### src/common/soc_pkg.sv
package soc_pkg;

  // address regions, decoded from adr[31:28]
  localparam logic [3:0] REGION_RAM  = 4'h0;
  localparam logic [3:0] REGION_IO   = 4'h2;
  localparam logic [3:0] REGION_VECT = 4'hf;

  // memory depths in 32-bit words
  localparam int RAM_WORDS  = 1024;
  localparam int VECT_WORDS = 32;

  // exception codes presented to the cpu
  localparam logic [3:0] EXC_RESET  = 4'd0;
  localparam logic [3:0] EXC_MMU    = 4'd1;
  localparam logic [3:0] EXC_TIMER3 = 4'd2;
  localparam logic [3:0] EXC_TIMER2 = 4'd3;
  localparam logic [3:0] EXC_TIMER1 = 4'd4;
  localparam logic [3:0] EXC_TIMER0 = 4'd5;
  localparam logic [3:0] EXC_KEY    = 4'd6;

  // io interrupt sources, timers in bits 0..3 and the key in bit 4
  localparam int NUM_IO_IRQ = 5;
  localparam int NUM_TIMERS = 4;
  localparam int IRQ_KEY    = 4;

  // io register word offsets, from adr[5:2]
  localparam logic [3:0] IO_SW     = 4'd0;
  localparam logic [3:0] IO_LED    = 4'd1;
  localparam logic [3:0] IO_STATUS = 4'd2;
  localparam logic [3:0] IO_MASK   = 4'd3;
  localparam logic [3:0] IO_COUNT  = 4'd4;
  localparam logic [3:0] IO_TCTRL  = 4'd5;
  localparam logic [3:0] IO_CMP0   = 4'd6;
  localparam logic [3:0] IO_CMP1   = 4'd7;
  localparam logic [3:0] IO_CMP2   = 4'd8;
  localparam logic [3:0] IO_CMP3   = 4'd9;

endpackage
### src/hdl/irq_encoder.sv
`timescale 1ns/1ps

module irq_encoder (
  input  logic                          sysclock,
  input  logic                          rst_i,
  input  logic                          int_en_i,
  input  logic                          fault_i,
  input  logic [soc_pkg::NUM_IO_IRQ-1:0] io_irq_i,
  output logic [3:0]                    interrupt_o
);

  logic [3:0] code;

  always_comb begin
    code = soc_pkg::EXC_RESET;
    if (int_en_i) begin
      if (fault_i) begin
        code = soc_pkg::EXC_MMU;
      end else if (io_irq_i[3]) begin
        code = soc_pkg::EXC_TIMER3;
      end else if (io_irq_i[2]) begin
        code = soc_pkg::EXC_TIMER2;
      end else if (io_irq_i[1]) begin
        code = soc_pkg::EXC_TIMER1;
      end else if (io_irq_i[0]) begin
        code = soc_pkg::EXC_TIMER0;
      end else if (io_irq_i[soc_pkg::IRQ_KEY]) begin
        code = soc_pkg::EXC_KEY;
      end
    end
  end

  always_ff @(posedge sysclock or posedge rst_i) begin
    if (rst_i) begin
      interrupt_o <= soc_pkg::EXC_RESET;
    end else begin
      interrupt_o <= code;
    end
  end

endmodule

### config.mk
export PLATFORM = sky130hd
export DESIGN_NAME = irq_encoder
export DESIGN_NICKNAME = d
export VERILOG_FILES = /design/src/common/soc_pkg.sv /design/src/hdl/irq_encoder.sv
export SDC_FILE = /design/constraint.sdc
export NUM_CORES = 1
export LEC_CHECK = 0
export BUFFER_PORTS_ARGS = -buffer_cell sky130_fd_sc_hd__buf_2
export CAP_MARGIN = 0
export CORE_AREA = 2 2 39 41
export DETAILED_ROUTE_END_ITERATION = 12
export DIE_AREA = 0 0 41 43
export GPL_TIMING_DRIVEN = 1
export PLACE_DENSITY = 0.3
export SKIP_CTS_REPAIR_TIMING = 1
export SLEW_MARGIN = 25
export SYNTH_ARGS = -nofsm -noshare
export SYNTH_HDL_FRONTEND = slang
export SYNTH_SLANG_ARGS = --single-unit
export TNS_END_PERCENT = 100
### constraint.sdc
create_clock -name sysclock -period 1.5 [get_ports sysclock]
set_clock_uncertainty 0.2 [all_clocks]
set_input_delay 0.3 -clock sysclock [delete_from_list [all_inputs] [get_ports sysclock]]
set_output_delay 0.3 -clock sysclock [all_outputs]
set_load 0.05 [all_outputs]
==> run metrics <==
number of global-route vias before repair 146; syn avg cell area 9.93 um2; busiest grt layer met4; post-synthesis register bit count 3; hold depth 2; Port Buffer Count 11; Synth Warn # 0; Worst Path Arrival about 0.79 ns; Fin. Hold Viols 0; WL/cell 7.28 um; first-pass GRT wire length approximately 500 um; CTS Buf Count 3; clock tree buffer depth 2; CP Buf/Inv Count 1; chip height 43 um; GRT Resource Usage Total 0.0462; Syn-to-layout area delta 65.4%; clk sinks 3; I/O Pins 13; Synth Area in Adders 0; largest family of logic cells by synthesized area simple AND/OR/NAND/NOR gates; multiplexer area fraction after synthesis 0; Reg clk slew, reported paths around 0.03 ns; initial antenna violation count 0; crit path time final around 1.3 ns; diode count 0; Cells after Synth 16; DP Cell Count between 40 and 50; Total Wirelength 342 um; Net Count, Synth 25; overall power approximately 280 uW; worst-path maximum fanout 1; DRT antenna net count 0; Hold Path Sink interrupt_o[2]; Regs by FF count interrupt_o: 3 flops; Die W 41 um; Remaining DRCs 0; commonest non-fill, non-tap cell in the layout buf_2; layout cells sized above 1 0.516; leakage between 0.0001 and 0.00015 uW; sequential element share of the synthesized area 0.472; Vias/cell between 3 and 4; routed via count 155; CP Capture Type primary output; max-cap viol count 0; outcome finished, final reports clean; Synth Area in Simple Gates 0.283; Critical Path RT 1.00 ns; commonest non-fill, non-tap cells in the layout buf_2, clkbuf_4, dfrtp_1; grt met2 use 0.0500; fin cells 47; Synth Area in XOR/XNOR 0; max FFs per register 3; Core Area roughly 1400 um2; Die Footprint between 1500 and 2000 um2; final worst path period share 0.862; critical-path cell list buf_2; Critical-path top delay cell dfrtp_1; PwrDens around 1000 nW/um2; 1st-pass router iterations 2; grt ovf 0; worst vdd ir 0.000170 V; HP Start io_irq_i[3]; H-Tree Depth 1; Worst Path Class, Setup reg -> out; Worst Hold Class in -> reg; initial DRC count 1; area of the mapped netlist ~160 um2; largest net degree at the start of global routing 4; Distinct cells, synth 12; initial core utilization 0.115; Final Slew Violations 0; Setup violations, final 0; compound-cell area share of the yosys netlist 0.126; crit start category register; GPL Wtd Cong a little over 0.6; setup_tns 0 ns; unrepaired setup endpoints after global routing no; CTS Root Cell clkbuf_4; fmax 0.773 GHz; Biggest register interrupt_o; met3 Resource Use GR 0.0157; met1 usage 0.0482; FP Rows 14; TritonCTS clock tree yes; CP peak stage delay 0.31 ns; # nets final just over 40; Top delay family on crit path flip-flops
kinds of logic (layout without fill, tap and decap cells):
| group | Yosys count | count (layout) |
|---|---|---|
| other | 1 | 1 |
| buffers and inverters | 3 | 18 |
| AOI/OAI and AO/OA | 3 | 3 |
| and+or+nand+nor | 6 | 6 |
| DFF | 3 | 3 |
synthesized netlist by cell type:
cell type,instances,area share
buf_4,1,0.047
o21a_1,1,0.047
inv_1,2,0.047
nor4_2,1,0.079
dfrtp_1,3,0.47
nor2_1,2,0.047
a21oi_1,1,0.031
nand2b_1,1,0.039
a211oi_1,1,0.047
conb_1,1,0.024
nor3_1,1,0.031
nand2b_4,1,0.087
metrics by stage:
step / utilization / setup slack [ns] / area, um2 / hold WS, ns
after floorplan: - / 0.414 / 159 / -0.146
after global placement: 0.164 / 0.402 / 226 / -0.0369
after detailed placement: 0.164 / 0.423 / 226 / -0.0305
after CTS: 0.183 / 0.187 / 253 / -0.276
after global routing: 0.190 / 0.167 / 263 / 0.0651
final: 0.190 / 0.207 / 263 / 0.0678
per-layer routing:
metal  routed length [um]  vias up  part of all wire
met2                  145       11              0.42
met4                    0        0                 0
met1                  139       64              0.41
li1                     -       80                 -
met5                    0        -                 0
met3                   57        0              0.17
worst max path at each step:
stage	to	cells after the start	start
finish	interrupt_o[2]	1	interrupt_o[2]
detailed placement	interrupt_o[0]	4	io_irq_i[1]
global placement	interrupt_o[0]	4	io_irq_i[1]
floorplan	interrupt_o[0]	0	interrupt_o[0]
global route	interrupt_o[2]	1	interrupt_o[2]
CTS	interrupt_o[2]	1	interrupt_o[2]
final cells by class:
| class | count | area (um2) |
|---|---|---|
| multi-input combinational | 10 | 68.8 |
| sequential | 3 | 75.1 |
| clock buffer | 4 | 26.3 |
| timing repair buffer | 12 | 65.1 |
| fill | 152 | 1120 |
| tap | 16 | 20.0 |
| inverter | 2 | 7.51 |
report_power, final:
| group | total, uW | internal, uW | switching (uW) |
|---|---|---|---|
| sequential | 86.0 | 85.3 | 0.751 |
| clock | 136 | 99.3 | 36.6 |
| combinational | 53.6 | 18.9 | 34.6 |
| total | 276 | 204 | 72.0 |
No activity file was read; power rests on OpenSTA's default activity.
