### config.mk
export PLATFORM = sky130hd
export DESIGN_NAME = mmu
export DESIGN_NICKNAME = d
export VERILOG_FILES = /design/src/common/soc_pkg.sv /design/src/hdl/mmu.sv
export SDC_FILE = /design/constraint.sdc
export NUM_CORES = 1
export LEC_CHECK = 0
export BUFFER_PORTS_ARGS = -buffer_cell sky130_fd_sc_hd__buf_2
export CAP_MARGIN = 20
export CORE_AREA = 3 3 40 42
export DETAILED_ROUTE_END_ITERATION = 8
export DIE_AREA = 0 0 43 45
export SLEW_MARGIN = 0
export SYNTH_ARGS = -nofsm -noshare
export SYNTH_HDL_FRONTEND = slang
export SYNTH_SLANG_ARGS = --single-unit
### constraint.sdc
create_clock -name vclk -period 0.89
set_input_delay 0.0445 -clock vclk [all_inputs]
set_output_delay 0.0445 -clock vclk [all_outputs]
set_load 0.1 [all_outputs]
### src/common/soc_pkg.sv
package soc_pkg;

  // address regions, decoded from adr[31:28]
  localparam logic [3:0] REGION_RAM  = 4'h0;
  localparam logic [3:0] REGION_IO   = 4'h2;
  localparam logic [3:0] REGION_VECT = 4'hf;

  // memory depths in 32-bit words
  localparam int RAM_WORDS  = 1024;
  localparam int VECT_WORDS = 32;

  // exception codes presented to the cpu
  localparam logic [3:0] EXC_RESET  = 4'd0;
  localparam logic [3:0] EXC_MMU    = 4'd1;
  localparam logic [3:0] EXC_TIMER3 = 4'd2;
  localparam logic [3:0] EXC_TIMER2 = 4'd3;
  localparam logic [3:0] EXC_TIMER1 = 4'd4;
  localparam logic [3:0] EXC_TIMER0 = 4'd5;
  localparam logic [3:0] EXC_KEY    = 4'd6;

  // io interrupt sources, timers in bits 0..3 and the key in bit 4
  localparam int NUM_IO_IRQ = 5;
  localparam int NUM_TIMERS = 4;
  localparam int IRQ_KEY    = 4;

  // io register word offsets, from adr[5:2]
  localparam logic [3:0] IO_SW     = 4'd0;
  localparam logic [3:0] IO_LED    = 4'd1;
  localparam logic [3:0] IO_STATUS = 4'd2;
  localparam logic [3:0] IO_MASK   = 4'd3;
  localparam logic [3:0] IO_COUNT  = 4'd4;
  localparam logic [3:0] IO_TCTRL  = 4'd5;
  localparam logic [3:0] IO_CMP0   = 4'd6;
  localparam logic [3:0] IO_CMP1   = 4'd7;
  localparam logic [3:0] IO_CMP2   = 4'd8;
  localparam logic [3:0] IO_CMP3   = 4'd9;

endpackage
### src/hdl/mmu.sv
`timescale 1ns/1ps

module mmu (
  input  logic [31:0] adr_i,
  input  logic        cyc_i,
  input  logic        we_i,
  input  logic        supervisor_i,
  output logic        ram_stb_o,
  output logic        vect_stb_o,
  output logic        io_stb_o,
  output logic        fault_o
);

  logic [3:0] region;
  logic       ram_hit;
  logic       io_hit;
  logic       vect_hit;
  logic       unmapped;
  logic       user_violation;

  assign region   = adr_i[31:28];
  assign ram_hit  = (region == soc_pkg::REGION_RAM);
  assign io_hit   = (region == soc_pkg::REGION_IO);
  assign vect_hit = (region == soc_pkg::REGION_VECT);
  assign unmapped = ~(ram_hit | io_hit | vect_hit);

  // user mode may read vectors but not write them, and has no io access
  assign user_violation = ~supervisor_i & (io_hit | (vect_hit & we_i));

  assign fault_o = cyc_i & (unmapped | user_violation);

  // a faulting cycle gets no strobe, so it never sees an ack
  assign ram_stb_o  = cyc_i & ram_hit & ~fault_o;
  assign vect_stb_o = cyc_i & vect_hit & ~fault_o;
  assign io_stb_o   = cyc_i & io_hit & ~fault_o;

endmodule

==> results of run 1 <==
==> kinds of logic (layout without fill, tap and decap cells) <==
family | after synthesis | in the layout | synth area share (%)
AOI/OAI and AO/OA | 4 | 4 | 29.03
and+or+nand+nor | 7 | 7 | 66.13
buffers and inverters | 1 | 14 | 4.834
==> final cells by class <==
cell class | count | area, um^2 | area share [%]
Inverter | 1 | 3.754 | 1.357
Multi-Input combinational cell | 11 | 111.4 | 40.27
Tap cell | 15 | 18.77 | 6.787
Timing Repair Buffer | 13 | 142.6 | 51.58
==> repair_timing <==
action | 4_1_cts | 5_1_grt
setup endpoints to repair | 4 | 4
pin swaps | 0 | 1
gates resized for setup | 6 | 4
buffers inserted | 0 | 0
==> layout by cell type, fill, tap and decap left out <==
| master | Yosys | layout |
|---|---|---|
| buf_2 | 0 | 5 |
| buf_12 | 0 | 4 |
| buf_6 | 0 | 2 |
| buf_4 | 0 | 2 |
| inv_1 | 1 | 1 |
| nand3_1 | 1 | 1 |
| a21oi_4 | 0 | 1 |
| or3_4 | 1 | 1 |
| nor2b_1 | 1 | 1 |
| o21ai_2 | 0 | 1 |
| a21oi_2 | 0 | 1 |
| nor3b_4 | 0 | 1 |
| and3_4 | 0 | 1 |
| nand2_1 | 1 | 1 |
| nor2_2 | 1 | 1 |
| o21a_4 | 0 | 1 |
==> stage by stage <==
stage / cell area (um^2) / TNS, ps / instances / setup slack [ps]
2_1_floorplan: 100.1 / -713.5 / 12 / -439.1
3_3_place_gp: 234.0 / -646.9 / 40 / -262.5
3_5_place_dp: 234.0 / -678.1 / 40 / -272.2
4_1_cts: 257.7 / -354.8 / 40 / -130.6
5_1_grt: 276.5 / -453.4 / 40 / -174.6
6_report: 276.5 / -346.1 / 40 / -130.1
==> path summary, 6_finish.rpt <==
path                  start  cells after the start  slack [ps]        end
setup / recovery  adr_i[28]                      4        -130  ram_stb_o
hold / removal        cyc_i                      4         470    fault_o
==> metal layers <==
metal	vias up	GRT usage, %	share of wire [%]
met1	61	5.238	40
met2	11	5.988	44
met5	-	0	0
met4	0	0	0
li1	71	-	-
met3	0	0.7968	16
==> power groups by stage <==
stage,logic (mW),registers (mW),clock network [mW]
after floorplan,0.0592,0,0
after global placement,0.102,0,0
after detailed placement,0.103,0,0
after CTS,0.116,0,0
after global routing,0.136,0,0
final,0.129,0,0
==> run metrics, run 1 <==
Comb pwr share=100.0%; Avg WL per Cell=9.250 um; mapped cell area=77.57 um^2; Gate Count Post-Synth=12; DRT Pass-1 Iters=2; critical path data required time=850 ps; switching power=0.07373 mW; Die Width=43 um; max_slew headroom=87.72%; maxcap violations=0; critical-path cell list=buf_6, or3_4, nor3b_4, buf_12; Pins Over Slew Limit=0; RSZ-0062 raised after global routing=true; Worst path slowest cell=or3_4; post-route ant nets=0; Setup violations, final=3; violated checks=setup timing; CP Max Fanout=3; DR vias/cell=3.575; sequential cell area=0 um^2; startpoint type of the worst setup path=input pin; post-synthesis area per instance=6.465 um^2; ranking of synthesized cells by area=nor3b_2 16%, or3_4 15%, a21oi_1 13%, o21a_1 9.7%, and3_1 8.1%; total grt overflow=0; area of the core=1285 um^2; area fraction of the dominant cell type after synthesis=16.13%; internal power=0.05555 mW; Synth area leader=nor3b_2; Tmin final=1020 ps; CLK BUF=0; max incr delay on CP=410 ps; synth warn=0; FP Rows=13; Hold Violations, Final=0; post-synth cell types=11; first-pass GRT wire length=579 um; Total Power=0.1293 mW; final period utilization=114.6%; crit path DAT=980 ps; worst-margin pin slew=184.0 ps; die area=1935 um^2; vias in the first global route=137; vias=143; share of cells above drive strength 1=84.00%; Final Hold Slack=469.7 ps; number of top-level pins=39; CP Buf/Inv Count=2; Final Core Density=21.52%; Power Density=467.5 nW/um^2; switching share of total power=57.03%; Fmax=980.3 MHz; Filler cells=133; sequential cells=0; final WL=370 um; Starting Density=6.037%; initial antenna violation count=0; Max IR drop VDD=157.5 uV; Die Ht=45 um; # hold bufs at CTS=0; top-count cell post-synth=a21oi_1; Remaining DRCs=0; Top Family by Delay on Critical Path=simple AND/OR/NAND/NOR gates; Area Growth Syn to Fin=256.5%; CP endpoint kind=primary output; Lkg Pwr=0.1122 nW; Placer Congestion=0.7045; Post-Synthesis Net Count=47; Clk network pwr share=0%; status=finished, violations left; Seq/Total Area, Yosys=0%; input/output buffers=11; Inserted Diodes=0; WS Path Type=in -> out; Final WS setup=-130.1 ps; Hold WC Path Type=in -> out; GRT Overall Usage=3.648%; largest net degree at the start of global routing=5; nets=62; Sequential Power Share=0%; DR iter-0 viols=3
(Power assumes the default switching activity.)
==> run 2: changes to the inputs <==
GPL_TIMING_DRIVEN = 0   (was default)
==> run metrics, run 2 (synthesis results as in run 1) <==
Area Growth Syn to Fin=221.0%; area of the core=1285 um^2; post-route ant nets=0; Sequential Power Share=0%; Lkg Pwr=0.09832 nW; CP endpoint kind=primary output; number of top-level pins=39; Multi-input gate area=107.6 um^2; DR vias/cell=3.342; Hold Violations, Final=0; CP startpoint=adr_i[28]; critical-path cell list=buf_6, or3_4, nor3b_4, buf_12; Finished Cell Area=249.0 um^2; Avg WL per Cell=7.842 um; max_slew headroom=86.56%; Power Density=445.8 nW/um^2; WS Path Type=in -> out; die area=1935 um^2; Total Power=0.1110 mW; Placer Congestion=0.6839; status=finished, violations left; switching power=0.06784 mW; critical path data required time=850 ps; sequential cells=0; initial antenna violation count=0; worst-margin pin slew=202.1 ps; internal power=0.04315 mW; Max IR drop VDD=124.3 uV; placed instance area=173.9 um^2; Fmax=986.8 MHz; Clk network pwr share=0%; GRT Overall Usage=3.648%; logic depth of the worst path, buffers included=4; Setup Buffers After CTS=0; CLK BUF=0; maxcap violations=0; switching share of total power=61.12%; Final WS setup=-123.4 ps; share of cells above drive strength 1=78.26%; Comb pwr share=100.0%; vias in the first global route=124; most frequent cells in the layout=5 x buf_2, 3 x buf_6, 3 x buf_12; CP Buf/Inv Count=2; Top Family by Delay on Critical Path=simple AND/OR/NAND/NOR gates; Pins Over Slew Limit=0; sequential cell area=0 um^2; vias=127; RSZ-0062 raised after global routing=true; largest net degree at the start of global routing=6; startpoint type of the worst setup path=input pin; DR iter-0 viols=3; nets=60; final WL=298 um; Hold WC Path Type=in -> out; Die Ht=45 um; max incr delay on CP=410 ps; crit path to=ram_stb_o; DRT Pass-1 Iters=3; first-pass GRT wire length=558 um; violated checks=setup timing; Starting Density=6.037%; Inserted Diodes=0; hold path start=adr_i[29]; Filler cells=141; crit path DAT=970 ps; Setup violations, final=3; CP Max Fanout=3; Worst path slowest cell=or3_4; input/output buffers=11; commonest non-fill, non-tap cell in the layout=buf_2; Die Width=43 um; Tmin final=1013 ps; total grt overflow=0; FP Rows=13; Remaining DRCs=0; final period utilization=113.9%; # hold bufs at CTS=0
[run 2: cell count changes in the layout (fill, tap and decap cells not counted)]
cell     change
buf_4        -2
o21ai_1      +1
o21ai_2      -1
buf_6        +1
buf_12       -1
[run 2: metal layers]
| layer | global-route usage [%] | wire (um) |
|---|---|---|
| met5 | 0 | 0 |
| met4 | 0 | 0 |
| met2 | 5.389 | 88 |
| met3 | 1.195 | 68 |
| met1 | 5.476 | 140 |
[run 2: per-stage QoR]
step	TNS, ps	hold slack, ps	util, %	cells	setup slack, ps
final	-340.6	458.9	19.38	38	-123.4
after global routing	-488.9	479.6	19.38	38	-159.7
after CTS	-358.1	461.9	18.50	38	-125.8
after detailed placement	-1298	571.5	13.53	38	-360.7
after global placement	-1264	566.5	13.53	38	-355.9
after floorplan	-713.5	200.5	-	12	-439.1
[run 2: worst min path at each step]
stage                     depth (start not counted)        end  slack [ps]
after floorplan                                   1  ram_stb_o         200
after global placement                            3  ram_stb_o         570
after detailed placement                          3  ram_stb_o         570
after CTS                                         3  ram_stb_o         460
after global routing                              3  ram_stb_o         480
final                                             3  ram_stb_o         460
[run 2: what timing repair did]
action | 4_1_cts | 5_1_grt
resized for setup | 17 | 2
gates cloned | 0 | 0
endpoints found under the setup margin | 4 | 4
[run 2: final cells by class]
cell class	count	area share (%)
timing repair buffer	11	47.74
multi-input combinational	11	43.22
tap	15	7.538
inverter	1	1.508
[run 2: power by group through the flow]
stage                     clock network (mW)  logic (mW)  registers (mW)
after CTS                                  0       0.108               0
after floorplan                            0      0.0592               0
after global routing                       0       0.119               0
final                                      0       0.111               0
after global placement                     0      0.0884               0
after detailed placement                   0      0.0892               0
