<file path="src/hdl/bus_mux.sv">
`timescale 1ns/1ps

module bus_mux (
  input  logic        ram_stb_i,
  input  logic        vect_stb_i,
  input  logic        io_stb_i,
  input  logic [31:0] ram_dat_i,
  input  logic [31:0] vect_dat_i,
  input  logic [31:0] io_dat_i,
  input  logic        ram_ack_i,
  input  logic        vect_ack_i,
  input  logic        io_ack_i,
  output logic [31:0] dat_o,
  output logic        ack_o
);

  // and-or select, strobes are one-hot or all low
  assign dat_o = ({32{ram_stb_i}}  & ram_dat_i)  |
                 ({32{vect_stb_i}} & vect_dat_i) |
                 ({32{io_stb_i}}   & io_dat_i);

  assign ack_o = (ram_stb_i  & ram_ack_i)  |
                 (vect_stb_i & vect_ack_i) |
                 (io_stb_i   & io_ack_i);

endmodule

</file>
<file path="config.mk">
export PLATFORM = sky130hd
export DESIGN_NAME = bus_mux
export DESIGN_NICKNAME = d
export VERILOG_FILES = /design/src/hdl/bus_mux.sv
export SDC_FILE = /design/constraint.sdc
export NUM_CORES = 1
export LEC_CHECK = 0
export BUFFER_PORTS_ARGS = -buffer_cell sky130_fd_sc_hd__buf_4
export CAP_MARGIN = 10
export CORE_MARGIN = 5
export CORE_UTILIZATION = 23
export DETAILED_ROUTE_END_ITERATION = 12
export GPL_ROUTABILITY_DRIVEN = 0
export GPL_TIMING_DRIVEN = 0
export PLACE_DENSITY = 0.83
export SETUP_SLACK_MARGIN = 0.05
export SLEW_MARGIN = 20
export SYNTH_ARGS = -nofsm -noshare
export SYNTH_HDL_FRONTEND = slang
export SYNTH_SLANG_ARGS = --single-unit
</file>
<file path="constraint.sdc">
create_clock -name vclk -period 1.5
set_clock_uncertainty 0.1 [all_clocks]
set_input_delay 0.375 -clock vclk [all_inputs]
set_output_delay 0.375 -clock vclk [all_outputs]
set_load 0.05 [all_outputs]
</file>
==> flow_summary.ini, run 1 <==
[sta]
fin_ws_ns = -0.336
finalCritPeriodShare_pct = 122
period_minus_slack_ns = 1.84
worst_pin_slew_ns = 0.529
slew_headroom_pct = 64.7
rsz0062_at_grt = true
hold_violations = 0
final-setup-viol-count = 33
drv_slew = 0
clock.fmax_mhz = 545
fin_setup_tns_ns = -6.57

[floorplan]
rows = 18
initial_utilization_pct = 23.4
die_w_um = 59.5
die_h_um = 59.5
coreArea_sq_um = 2410
num_io_pins = 135
design.die.area_sq_um = 3540

[yosys]
synth_mux_area_share_pct = 0
synth_simple_gate_area_share_pct = 0
syn_area_sq_um = 563
synth.yosys.warnings = 0
synth_sequential_area_ratio_pct = 0
ys_types = 5
synth-compound-area-share_pct = 58.7
synth_cells = 78
syn_area_per_cell_sq_um = 7.22
syn_nets = 180
synth_top_family_by_area = compound AO/OA/AOI/OAI gates
synth_adder_area_share_pct = 0
synth-xor-area-share_pct = 0

[cells_and_area]
layout-drive-gt1-share_pct = 84.9
clkbuf_count = 0
synthToLayoutAreaGrowth_pct = 243
register_area_sq_um = 0
n_antenna_cell = 0
fin_nets = 322
design.seq.count = 0
layout_commonest_cell = buf_4
final_area_sq_um = 1930
final_cell_mix = buf_4, a222oi_1, inv_2, buf_6, buf_8

[detailed_routing]
drc = 0
vias_per_cell = 5.40
wl_per_cell_um = 18.0
drt_pass1_iterations = 8
drt_iter0_drc = 159
antenna_left = 0
num_vias = 1338
drt-total-wl_um = 4460

[global_route]
grt.total_usage_pct = 21.5
grt_pass1_vias = 1348
gr-total-overflow = 0
grt_max_degree = 11
grt_pass1_wl_um = 6020
antenna_found_initial = 0

[worst_setup_path]
slowest_stage = a222oi_1
worstPathArrival_ns = 1.36
cpPeakStageDelay_ns = 0.51
worst_ep_required_time_ns = 1.02
cp_cell_sequence = buf_12, buf_16, a222oi_1, inv_2, buf_6
crit_type = input pin to output port
crit_fanout = 7
critPathCaptureType = output port
start_kind = input pin

[pwr]
sw_frac_of_total_pct = 51.8
vdd_drop_max_mv = 0.379
p_int_uw = 453
p_switching_uw = 486
power_uw = 939
power_frac_comb_pct = 100.0
p_leak_uw = 0.00104
clockPowerShare_pct = 0
p_seq_share_pct = 0
powerDensity_nw_per_um2 = 486

[outcome]
status = complete, but fails checks
violations = negative setup slack

[placed_design]
hpwl_um = 3060
dpl_cell_area_sq_um = 1600
port_buffers = 132

[hold_path]
hold_path_depth = 4
hp-class = input pin to output port

[run]
drv_cap = 0
[metrics by stage]
stage | cells | worst slack [ns] | hold slack [ns] | utilization (%)
after floorplan | 78 | -0.106 | 0.895 | -
after global placement | 240 | -0.243 | 1.01 | 66.2
after detailed placement | 240 | -0.309 | 1.01 | 66.2
after CTS | 245 | -0.219 | 0.989 | 76.4
after global routing | 248 | -0.390 | 1.00 | 80.1
final | 248 | -0.336 | 0.985 | 80.1
[worst max-delay path: cells and delay by family]
kind                   cells  cell delay, ns
buffers and inverters      4            0.47
AO/OA/AOI/OAI              1            0.51
[power groups by stage]
stage / clock network, uW / registers, uW / logic [uW]
finish: 0 / 0 / 939
floorplan: 0 / 0 / 448
global placement: 0 / 0 / 782
detailed placement: 0 / 0 / 794
global route: 0 / 0 / 980
CTS: 0 / 0 / 901
[metal layers]
layer,GRT usage (%),routed length (um)
met1,24.7,1440
met2,41.0,2390
met3,3.92,553
met4,3.24,77
met5,0,0
[cell usage after synthesis (all sizes together)]
cell,count,area (sq um)
buf,11,105
inv,33,124
a222oi,33,330
clkbuf,1,3.75
[final timing paths]
| path | slack [ns] | to | startpoint |
|---|---|---|---|
| hold / removal | 0.99 | dat_o[0] | io_dat_i[0] |
| setup / recovery | -0.34 | dat_o[12] | ram_stb_i |
[area by class of cell]
class | count | area (sq um)
inverters | 33 | 124
repair buffers | 140 | 1270
fillers | 156 | 479
multi-input cells | 33 | 330
well taps | 30 | 37.5
plain buffers | 12 | 170
[logic make-up (layout without fill, tap and decap cells)]
logic type | after synthesis | in the layout
compound gates | 33 | 33
buf+inv | 45 | 185
[what timing repair did]
| item | 4_1_cts | 5_1_grt |
|---|---|---|
| hold buffers | 0 | 0 |
| pin swaps | 24 | 6 |
| gates resized for setup | 54 | 4 |
| setup buffers | 1 | 0 |
| endpoints found under the setup margin | 33 | 33 |
| cloned | 4 | 3 |
(Power assumes the default switching activity.)
==> run 2: changes to the inputs <==
CORE_MARGIN = 1.5   (was 5)
==> run 2 against run 1 <==
The run still ends with negative setup slack left. Total power fell by 6.2%. Maximum frequency rose by 3.3%. Critical path depth did not move. Sequential share of layout area did not move. Largest power group unchanged.
==> flow_summary.ini, run 2 (synthesis gave the netlist of run 1 again) <==
[worst_setup_path]
start_kind = input pin
crit_fanout = 6
worst_ep_required_time_ns = 1.02
crit_type = input pin to output port
critPathCaptureType = output port
worstPathArrival_ns = 1.30

[global_route]
grt_max_degree = 11
antenna_found_initial = 0
gr-total-overflow = 0
grt.total_usage_pct = 27.0
grt_pass1_wl_um = 5730
grt_pass1_vias = 1271

[sta]
hold_violations = 0
final-setup-viol-count = 33
slew_headroom_pct = 70.2
worst_pin_slew_ns = 0.447
drv_slew = 0
period_minus_slack_ns = 1.78
fin_ws_ns = -0.277
clock.fmax_mhz = 563
finalCritPeriodShare_pct = 118
rsz0062_at_grt = true
fin_setup_tns_ns = -6.10

[hold_path]
hold_path_depth = 4
hp-class = input pin to output port
hold_start = io_dat_i[2]
holdPathEnd = dat_o[2]

[cells_and_area]
final_area_sq_um = 1770
final_util_pct = 78.7
layout-drive-gt1-share_pct = 84.6
layout_commonest_cell = buf_4
synthToLayoutAreaGrowth_pct = 215
clkbuf_count = 0
register_area_sq_um = 0
final_cell_mix = buf_4, buf_6, a222oi_1, inv_2
fin_nets = 318
n_antenna_cell = 0
design.seq.count = 0

[pwr]
vdd_drop_max_mv = 0.416
p_leak_uw = 0.000970
power_uw = 881
powerDensity_nw_per_um2 = 497

[floorplan]
rows = 17
num_io_pins = 135
initial_utilization_pct = 25.0
coreArea_sq_um = 2250
die_w_um = 52.5
design.die.area_sq_um = 2750
die_h_um = 52.5

[run]
drv_cap = 0

[detailed_routing]
drt_pass1_iterations = 5
vias_per_cell = 5.39
antenna_left = 0
wl_per_cell_um = 16.0
num_vias = 1304
drt-total-wl_um = 3860
drt_iter0_drc = 142
drc = 0

[outcome]
status = complete, but fails checks
violations = negative setup slack

[placed_design]
port_buffers = 132
dpl_cell_area_sq_um = 1590
hpwl_um = 2900
-- run 2: repair_timing --
action,4_1_cts,5_1_grt
endpoints found under the setup margin,33,33
hold buffers,0,0
cloned,2,1
pin swaps,32,12
gates resized for setup,35,11
buffers inserted,1,0
-- run 2: stage by stage --
| step | worst slack, ns | hold WS [ns] | std cells |
|---|---|---|---|
| after floorplan | -0.106 | 0.895 | 78 |
| after global placement | -0.248 | 1.01 | 238 |
| after detailed placement | -0.354 | 1.01 | 238 |
| after CTS | -0.264 | 0.991 | 241 |
| after global routing | -0.312 | 1.00 | 242 |
| final | -0.277 | 0.985 | 242 |
-- run 2: power breakdown --
part	internal, uW	switching, uW	leakage [uW]
Sequential	0	0	0
Clock	0	0	0
Combinational	411	470	0.000970
Total	411	470	0.000970
-- run 2: how the worst max path moves through the flow --
stage / start / end / slack [ns] / cells after the start
floorplan: ram_stb_i / dat_o[0] / -0.11 / 4
global placement: io_stb_i / dat_o[18] / -0.25 / 5
detailed placement: io_stb_i / dat_o[5] / -0.35 / 5
CTS: ram_stb_i / dat_o[5] / -0.26 / 5
global route: ram_stb_i / dat_o[5] / -0.31 / 5
finish: ram_stb_i / dat_o[5] / -0.28 / 5
-- run 2: per-layer routing --
| layer | wire length, um | global-route usage (%) | part of all wire (%) |
|---|---|---|---|
| met5 | 0 | 0 | 0 |
| met1 | 1220 | 27.7 | 32 |
| met3 | 400 | 4.86 | 10 |
| met2 | 2110 | 52.7 | 55 |
| met4 | 127 | 10.3 | 3.3 |
-- run 2: area by class of cell --
type                            instances  area [sq um]
Tap cell                               28          35.0
Multi-Input combinational cell         33           330
Fill cell                             155           480
Timing Repair Buffer                  136          1140
Buffer                                 12           144
Inverter                               33           124
-- run 2: worst max-delay path: stages --
cell and delay (ns):
buf_12 0.11, buf_8 0.12, a222oi_1 0.44, inv_2 0.08, buf_8 0.16
==> run 3: changes to the inputs <==
MAX_ROUTING_LAYER = met4   (was unset)
==> run 3 against run 2 <==
The flow still finishes with violations (negative setup slack). Setup slack improved by 0.0049 ns. Non-clock buffer count did not move. Total power about the same. Maximum frequency increased by 0.28%. Critical path type unchanged.
==> flow_summary.ini, run 3 (synthesis gave the netlist of run 1 again) <==
[floorplan]
design.die.area_sq_um = 2750
die_w_um = 52.5
num_io_pins = 135
rows = 17
die_h_um = 52.5
coreArea_sq_um = 2250
initial_utilization_pct = 25.0

[sta]
clock.fmax_mhz = 564
final-setup-viol-count = 33
fin_ws_ns = -0.272
hold_violations = 0
worst_pin_slew_ns = 0.450
finalCritPeriodShare_pct = 118
drv_slew = 0
period_minus_slack_ns = 1.77
rsz0062_at_grt = true
slew_headroom_pct = 70.0
hold_ws_ns = 0.985
fin_setup_tns_ns = -6.09

[pwr]
p_leak_uw = 0.000970
powerDensity_nw_per_um2 = 497
vdd_drop_max_mv = 0.416

[worst_setup_path]
critPathCaptureType = output port
worstPathArrival_ns = 1.30
worst_ep_required_time_ns = 1.02
crit_type = input pin to output port
start_kind = input pin
crit_fanout = 6

[detailed_routing]
drt-total-wl_um = 3870
num_vias = 1315
vias_per_cell = 5.43
antenna_left = 0
drt_iter0_drc = 135
drt_pass1_iterations = 6
wl_per_cell_um = 16.0
drc = 0

[cells_and_area]
n_antenna_cell = 0
layout_commonest_cell = buf_4
fin_nets = 318
synthToLayoutAreaGrowth_pct = 215
final_util_pct = 78.7
stdcell_count = 242
layout-drive-gt1-share_pct = 84.6
register_area_sq_um = 0
final_cell_mix = buf_4, buf_6, a222oi_1, inv_2
clkbuf_count = 0
design.seq.count = 0

[global_route]
grt_pass1_vias = 1270
grt_max_degree = 11
grt_pass1_wl_um = 5740
antenna_found_initial = 0
gr-total-overflow = 0
grt.total_usage_pct = 27.7

[placed_design]
dp.cells = 238
place_ws_ns = -0.354
hpwl_um = 2900
port_buffers = 132

[hold_path]
hp-class = input pin to output port

[outcome]
status = complete, but fails checks
violations = negative setup slack

[run]
drv_cap = 0

[clock_network]
cts_hold_buffers = 0
run 3: cell counts in the layout (fill, tap and decap cells not counted):
No cell type changed its count.
run 3: timing repair:
item,CTS,global route
setup endpoints to repair,33,33
resized for setup,35,11
pin swaps,32,12
buffers inserted,1,0
gates cloned,2,1
endpoints found under the hold margin,0,0
run 3: worst paths after layout:
| kind | startpoint | slack, ns | depth (start not counted) | endpoint |
|---|---|---|---|---|
| min | io_dat_i[2] | 0.98 | 4 | dat_o[2] |
| max | ram_stb_i | -0.27 | 5 | dat_o[5] |
run 3: through the flow:
stage	total power [uW]	cell area [sq um]
after global routing	925	1770
after global placement	780	1590
after floorplan	448	567
after detailed placement	794	1590
after CTS	860	1740
final	881	1770
run 3: power by group:
group | total (uW) | internal, uW | switching, uW
combinational | 881 | 411 | 470
clock | 0 | 0 | 0
sequential | 0 | 0 | 0
run 3: final cells by class:
type / instances / area [sq um]
Timing Repair Buffer: 136 / 1140
Tap cell: 28 / 35.0
Fill cell: 155 / 480
Buffer: 12 / 144
Multi-Input combinational cell: 33 / 330
Inverter: 33 / 124
run 3: routing by layer:
| layer | routed length, um | part of all wire [%] | track usage [%] |
|---|---|---|---|
| met1 | 1190 | 31 | 28.1 |
| met5 | 0 | 0 | - |
| met3 | 435 | 11 | 4.86 |
| met2 | 2110 | 54 | 52.5 |
| met4 | 140 | 3.6 | 10.3 |
run 3: critical path: stages:
cell,delay (ns)
buf_12,0.11
buf_8,0.12
a222oi_1,0.44
inv_2,0.09
buf_8,0.16
