**src/common/soc_pkg.sv**
```systemverilog
package soc_pkg;

  // address regions, decoded from adr[31:28]
  localparam logic [3:0] REGION_RAM  = 4'h0;
  localparam logic [3:0] REGION_IO   = 4'h2;
  localparam logic [3:0] REGION_VECT = 4'hf;

  // memory depths in 32-bit words
  localparam int RAM_WORDS  = 1024;
  localparam int VECT_WORDS = 32;

  // exception codes presented to the cpu
  localparam logic [3:0] EXC_RESET  = 4'd0;
  localparam logic [3:0] EXC_MMU    = 4'd1;
  localparam logic [3:0] EXC_TIMER3 = 4'd2;
  localparam logic [3:0] EXC_TIMER2 = 4'd3;
  localparam logic [3:0] EXC_TIMER1 = 4'd4;
  localparam logic [3:0] EXC_TIMER0 = 4'd5;
  localparam logic [3:0] EXC_KEY    = 4'd6;

  // io interrupt sources, timers in bits 0..3 and the key in bit 4
  localparam int NUM_IO_IRQ = 5;
  localparam int NUM_TIMERS = 4;
  localparam int IRQ_KEY    = 4;

  // io register word offsets, from adr[5:2]
  localparam logic [3:0] IO_SW     = 4'd0;
  localparam logic [3:0] IO_LED    = 4'd1;
  localparam logic [3:0] IO_STATUS = 4'd2;
  localparam logic [3:0] IO_MASK   = 4'd3;
  localparam logic [3:0] IO_COUNT  = 4'd4;
  localparam logic [3:0] IO_TCTRL  = 4'd5;
  localparam logic [3:0] IO_CMP0   = 4'd6;
  localparam logic [3:0] IO_CMP1   = 4'd7;
  localparam logic [3:0] IO_CMP2   = 4'd8;
  localparam logic [3:0] IO_CMP3   = 4'd9;

endpackage
```
**src/iocontroller/iocontroller.sv**
```systemverilog
`timescale 1ns/1ps

module iocontroller (
  input  logic                          sysclock,
  input  logic                          rst_i,
  input  logic                          stb_i,
  input  logic                          we_i,
  input  logic [3:0]                    sel_i,
  input  logic [31:0]                   adr_i,
  input  logic [31:0]                   dat_i,
  input  logic [15:0]                   sw_i,
  input  logic                          key_i,
  output logic [31:0]                   dat_o,
  output logic                          ack_o,
  output logic [15:0]                   led_o,
  output logic [soc_pkg::NUM_IO_IRQ-1:0] irq_o
);

  logic [3:0]                    offset;
  logic                          access;
  logic                          wr;
  logic [31:0]                   wmask;
  logic [31:0]                   rd_data;
  logic [soc_pkg::NUM_IO_IRQ-1:0] status;
  logic [soc_pkg::NUM_IO_IRQ-1:0] mask;
  logic [soc_pkg::NUM_IO_IRQ-1:0] irq_set;
  logic [soc_pkg::NUM_IO_IRQ-1:0] irq_clr;
  logic [soc_pkg::NUM_TIMERS-1:0] timer_en;
  logic [soc_pkg::NUM_TIMERS-1:0] cmp_wr;
  logic [soc_pkg::NUM_TIMERS-1:0] timer_hit;
  logic [31:0]                   count;
  logic [1:0]                    key_sync;
  logic                          key_prev;
  logic                          key_fall;

  assign offset = adr_i[5:2];
  assign access = stb_i & ~ack_o;
  assign wr     = access & we_i;
  assign wmask  = {{8{sel_i[3]}}, {8{sel_i[2]}}, {8{sel_i[1]}}, {8{sel_i[0]}}};

  // one-edge ack, the cycle after it is ignored
  always_ff @(posedge sysclock or posedge rst_i) begin
    if (rst_i) begin
      ack_o <= 1'b0;
    end else begin
      ack_o <= access;
    end
  end

  // key is active low, idles high
  always_ff @(posedge sysclock or posedge rst_i) begin
    if (rst_i) begin
      key_sync <= 2'b11;
      key_prev <= 1'b1;
    end else begin
      key_sync <= {key_sync[0], key_i};
      key_prev <= key_sync[1];
    end
  end

  assign key_fall = key_prev & ~key_sync[1];
  assign irq_set  = {key_fall, timer_hit};
  assign irq_clr  = (wr && offset == soc_pkg::IO_STATUS) ?
                    dat_i[soc_pkg::NUM_IO_IRQ-1:0] & wmask[soc_pkg::NUM_IO_IRQ-1:0] : '0;

  always_ff @(posedge sysclock or posedge rst_i) begin
    if (rst_i) begin
      led_o    <= '0;
      mask     <= '0;
      status   <= '0;
      timer_en <= '0;
    end else begin
      // a new event wins over a clear in the same cycle
      status <= (status & ~irq_clr) | irq_set;
      if (wr && offset == soc_pkg::IO_LED) begin
        led_o <= (led_o & ~wmask[15:0]) | (dat_i[15:0] & wmask[15:0]);
      end
      if (wr && offset == soc_pkg::IO_MASK) begin
        mask <= (mask & ~wmask[soc_pkg::NUM_IO_IRQ-1:0]) |
                (dat_i[soc_pkg::NUM_IO_IRQ-1:0] & wmask[soc_pkg::NUM_IO_IRQ-1:0]);
      end
      if (wr && offset == soc_pkg::IO_TCTRL) begin
        timer_en <= (timer_en & ~wmask[soc_pkg::NUM_TIMERS-1:0]) |
                    (dat_i[soc_pkg::NUM_TIMERS-1:0] & wmask[soc_pkg::NUM_TIMERS-1:0]);
      end
    end
  end

  always_comb begin
    cmp_wr = '0;
    cmp_wr[0] = wr && offset == soc_pkg::IO_CMP0;
    cmp_wr[1] = wr && offset == soc_pkg::IO_CMP1;
    cmp_wr[2] = wr && offset == soc_pkg::IO_CMP2;
    cmp_wr[3] = wr && offset == soc_pkg::IO_CMP3;
  end

  // compare registers are write only and read as zero
  always_comb begin
    rd_data = '0;
    case (offset)
      soc_pkg::IO_SW:     rd_data[15:0] = sw_i;
      soc_pkg::IO_LED:    rd_data[15:0] = led_o;
      soc_pkg::IO_STATUS: rd_data[soc_pkg::NUM_IO_IRQ-1:0] = status;
      soc_pkg::IO_MASK:   rd_data[soc_pkg::NUM_IO_IRQ-1:0] = mask;
      soc_pkg::IO_COUNT:  rd_data = count;
      soc_pkg::IO_TCTRL:  rd_data[soc_pkg::NUM_TIMERS-1:0] = timer_en;
      default:            rd_data = '0;
    endcase
  end

  always_ff @(posedge sysclock) begin
    if (access) begin
      dat_o <= rd_data;
    end
  end

  assign irq_o = status & mask;

  timer_unit u_timer (
    .sysclock  (sysclock),
    .rst_i     (rst_i),
    .en_i      (timer_en),
    .cmp_wr_i  (cmp_wr),
    .cmp_dat_i (dat_i),
    .count_o   (count),
    .hit_o     (timer_hit)
  );

endmodule

```
**src/iocontroller/timer_unit.sv**
```systemverilog
`timescale 1ns/1ps

module timer_unit (
  input  logic                          sysclock,
  input  logic                          rst_i,
  input  logic [soc_pkg::NUM_TIMERS-1:0] en_i,
  input  logic [soc_pkg::NUM_TIMERS-1:0] cmp_wr_i,
  input  logic [31:0]                   cmp_dat_i,
  output logic [31:0]                   count_o,
  output logic [soc_pkg::NUM_TIMERS-1:0] hit_o
);

  logic [31:0]                   cmp [soc_pkg::NUM_TIMERS];
  logic [soc_pkg::NUM_TIMERS-1:0] match;

  // free running, wraps at 2^32
  always_ff @(posedge sysclock or posedge rst_i) begin
    if (rst_i) begin
      count_o <= '0;
    end else begin
      count_o <= count_o + 32'd1;
    end
  end

  always_ff @(posedge sysclock or posedge rst_i) begin
    if (rst_i) begin
      for (int n = 0; n < soc_pkg::NUM_TIMERS; n++) begin
        cmp[n] <= '0;
      end
    end else begin
      for (int n = 0; n < soc_pkg::NUM_TIMERS; n++) begin
        if (cmp_wr_i[n]) begin
          cmp[n] <= cmp_dat_i;
        end
      end
    end
  end

  always_comb begin
    for (int n = 0; n < soc_pkg::NUM_TIMERS; n++) begin
      match[n] = en_i[n] && (cmp[n] == count_o);
    end
  end

  // counter moves every cycle so a match is only ever one cycle wide
  always_ff @(posedge sysclock or posedge rst_i) begin
    if (rst_i) begin
      hit_o <= '0;
    end else begin
      hit_o <= match;
    end
  end

endmodule

```
**config.mk**
```make
export PLATFORM = sky130hd
export DESIGN_NAME = iocontroller
export DESIGN_NICKNAME = d
export VERILOG_FILES = /design/src/common/soc_pkg.sv /design/src/iocontroller/iocontroller.sv /design/src/iocontroller/timer_unit.sv
export SDC_FILE = /design/constraint.sdc
export NUM_CORES = 1
export LEC_CHECK = 0
export BUFFER_PORTS_ARGS = -buffer_cell sky130_fd_sc_hd__buf_4
export CORE_MARGIN = 3
export CORE_UTILIZATION = 35
export DETAILED_ROUTE_END_ITERATION = 10
export PLACE_DENSITY = 0.59
export SYNTH_ARGS = -nofsm -noshare
export SYNTH_HDL_FRONTEND = slang
export SYNTH_HIERARCHICAL = 1
export SYNTH_SLANG_ARGS = --single-unit
```
**constraint.sdc**
```tcl
create_clock -name sysclock -period 5.3 [get_ports sysclock]
set_clock_uncertainty 0.1 [all_clocks]
set_input_delay 0.795 -clock sysclock [delete_from_list [all_inputs] [get_ports sysclock]]
set_output_delay 0.795 -clock sysclock [all_outputs]
set_load 0.01 [all_outputs]
```
==> results.cfg <==
[run_status]
status = finished, final reports clean

[critical_path]
cpPeakStageDelay_ns = 0.91
path_cells = and3b_1 -> nand3_1 -> nor2_4 -> mux2_2
critPathMaxFanout = 33
worst_ep_arrival_time_ns = 2.87
cp-start-kind = flop
cpMaxStageDelayCell = nor2_4
crit_path_end_kind = flop
crit_type = reg2reg
cp.required_ns = 5.60

[pwr]
p_total_mw = 4.34
p_leak_nw = 6.28
p_per_area_mw_per_mm2 = 342
ir_drop_uv = 254

[route]
dr.pass1.iters = 4
route.detailed.drc = 0
postRouteAntennaNets = 0
wl_met3_mm = 1.24
drt_wl_total_mm = 27.3
vias = 6540
wl_per_cell_um = 20.7
wl_met2_mm = 13.1
drtIter0Drc = 387
top_layer = met4
met1Wirelength_mm = 12.6
vias_per_cell = 4.97

[synth]
synth_cell_type_count = 52
syn_nets = 915
synth_seq_cells = 230
synth_edf_count = 32
synth_area_sq_mm = 0.0108
async_reset_ff_frac = 0.861
yosysWarnings = 6
syn_inst = 825
syn_avg_cell_area_sq_um = 13.1
synth_ff_type = dfrtp_1
synth-seq-area-share = 0.546

[timing]
final-setup-viol-count = 0
tns_ns = 0
fin_crit_sh = 0.486
slew-limit-headroom = 0.228
setup_slack_ns = 2.73
clock.fmax_mhz = 389
rsz0062_at_grt = false
hold_viol = 0
worst_pin_slew_ns = 1.16
min_period_ns = 2.57
finalMaxSlewViolations = 0

[layout]
drive_gt1_frac = 0.362
synthToLayoutAreaGrowth_pct = 17.0
n_antenna_cell = 0
final_nets = 997

[placement]
hpwl_mm = 18.9
preCtsSetupSlack_ns = 2.33
numPortBuffers = 112
place_congestion = 0.759

[job]
max-cap-violations = 0

[clock_network]
clk_pin_slew_ns = 0.06
cts_max_level = 1
cts_resized = 0
cts_setup_buffers = 0
clock_sinks = 230
cts_tree = built
cts_root_buf = clkbuf_16
postCtsHoldBufs = 0
cts_buffers = 25
cts.path.max_buffers = 3
clk_latency_ns = 0.51

[die]
die_h_um = 182
core_area_sq_mm = 0.0301
start_util = 0.360
dieWidth_um = 182
dieArea_sq_mm = 0.0331
num_rows = 63
io_pins = 143

[global_route]
grt_pass1_wl_mm = 42.2
grt_util_all_layers = 0.163
grt_antenna_before_repair = 0
grt_max_degree = 165
grt-ovfl-total = 0
grt_pass1_vias = 6800

[worst_hold_path]
holdCritPathClass = reg2reg
[report_power, final]
part	switching (mW)	leakage, nW	internal (mW)
Clock	0.700	0.383	0.935
Combinational	0.273	3.00	0.308
Sequential	0.129	2.91	2.00
Total	1.10	6.28	3.24
[final timing paths]
path	from	to	slack, ns	depth (start not counted)
max reg2reg	ack_o	u_timer/cmp[70]	2.73	4
min in group asynchronous	rst_i	asynchronous set/reset pin	0.31	3
min	key_sync[0]	key_sync[1]	0.26	0
max	ack_o	u_timer/cmp[70]	2.73	4
min reg2reg	key_sync[0]	key_sync[1]	0.26	0
max in group asynchronous	rst_i	u_timer/cmp[93]	4.01	3
[cell type report]
class	instances	area (sq um)
fillers	2815	17400
flip-flops and latches	230	5920
multi-input cells	503	4510
repair buffers	119	906
clock buffers	35	713
well taps	390	488
inverters	28	109
clock inverters	10	50.0
[metal layers]
layer	vias up	track usage
li1	3051	-
met1	3333	0.232
met2	121	0.271
met3	35	0.0232
met4	0	0.0289
met5	-	0
[cell usage after synthesis, types with 12 or more instances]
| cell type | count | area share |
|---|---|---|
| nand3_1 | 15 | 0.0069 |
| mux2i_1 | 12 | 0.011 |
| buf_2 | 18 | 0.0083 |
| and2_1 | 22 | 0.013 |
| nor2_1 | 14 | 0.0048 |
| edfxtp_1 | 32 | 0.089 |
| dfrtp_1 | 195 | 0.45 |
| xnor2_1 | 19 | 0.015 |
| clkbuf_1 | 19 | 0.0066 |
| xor2_1 | 138 | 0.11 |
| nor3_1 | 13 | 0.0060 |
| mux2_2 | 147 | 0.15 |
| nor4_1 | 31 | 0.018 |
| inv_1 | 28 | 0.0097 |
[metrics by stage]
stage | util | cell area (sq um) | instances | hold WS [ns]
final | 0.421 | 12700 | 1315 | 0.257
after floorplan | - | 10900 | 825 | 0.245
after detailed placement | 0.396 | 11900 | 1270 | 0.249
after CTS | 0.421 | 12700 | 1315 | 0.258
after global routing | 0.421 | 12700 | 1315 | 0.264
after global placement | 0.396 | 11900 | 1270 | 0.248
[cell usage in the layout (no fill, tap or decap), types with 8 or more instances in the layout]
cell type | Yosys | layout
a222oi_1 | 11 | 11
and2_1 | 22 | 22
buf_4 | 5 | 118
clkbuf_16 | 0 | 25
dfrtp_1 | 195 | 195
edfxtp_1 | 32 | 32
inv_1 | 28 | 27
mux2_2 | 147 | 147
mux2i_1 | 12 | 12
nand2_1 | 11 | 11
nand3_1 | 15 | 15
nor2_1 | 14 | 11
nor3_1 | 13 | 12
nor3_2 | 7 | 8
nor4_1 | 31 | 30
xnor2_1 | 19 | 19
xor2_1 | 138 | 138
[worst max-delay path, delay by kind of cell (launching register included)]
family,cells,cell delay [ns]
mux,1,0.42
flops,1,0.42
simple gates,3,1.49
[cells by family (layout without fill, tap and decap cells)]
group                      after synthesis  in the layout  share of synthesized area
xor gates and xnor gates               157            157                      0.127
adders and majority gates                1              1                    0.00115
DFF                                    230            230                      0.546
buffers and inverters                   92            192                     0.0433
muxes                                  164            164                      0.171
AOI/OAI and AO/OA                       31             31                     0.0234
and+or+nand+nor                        150            150                     0.0891
Power figures use the tool's default switching activity.
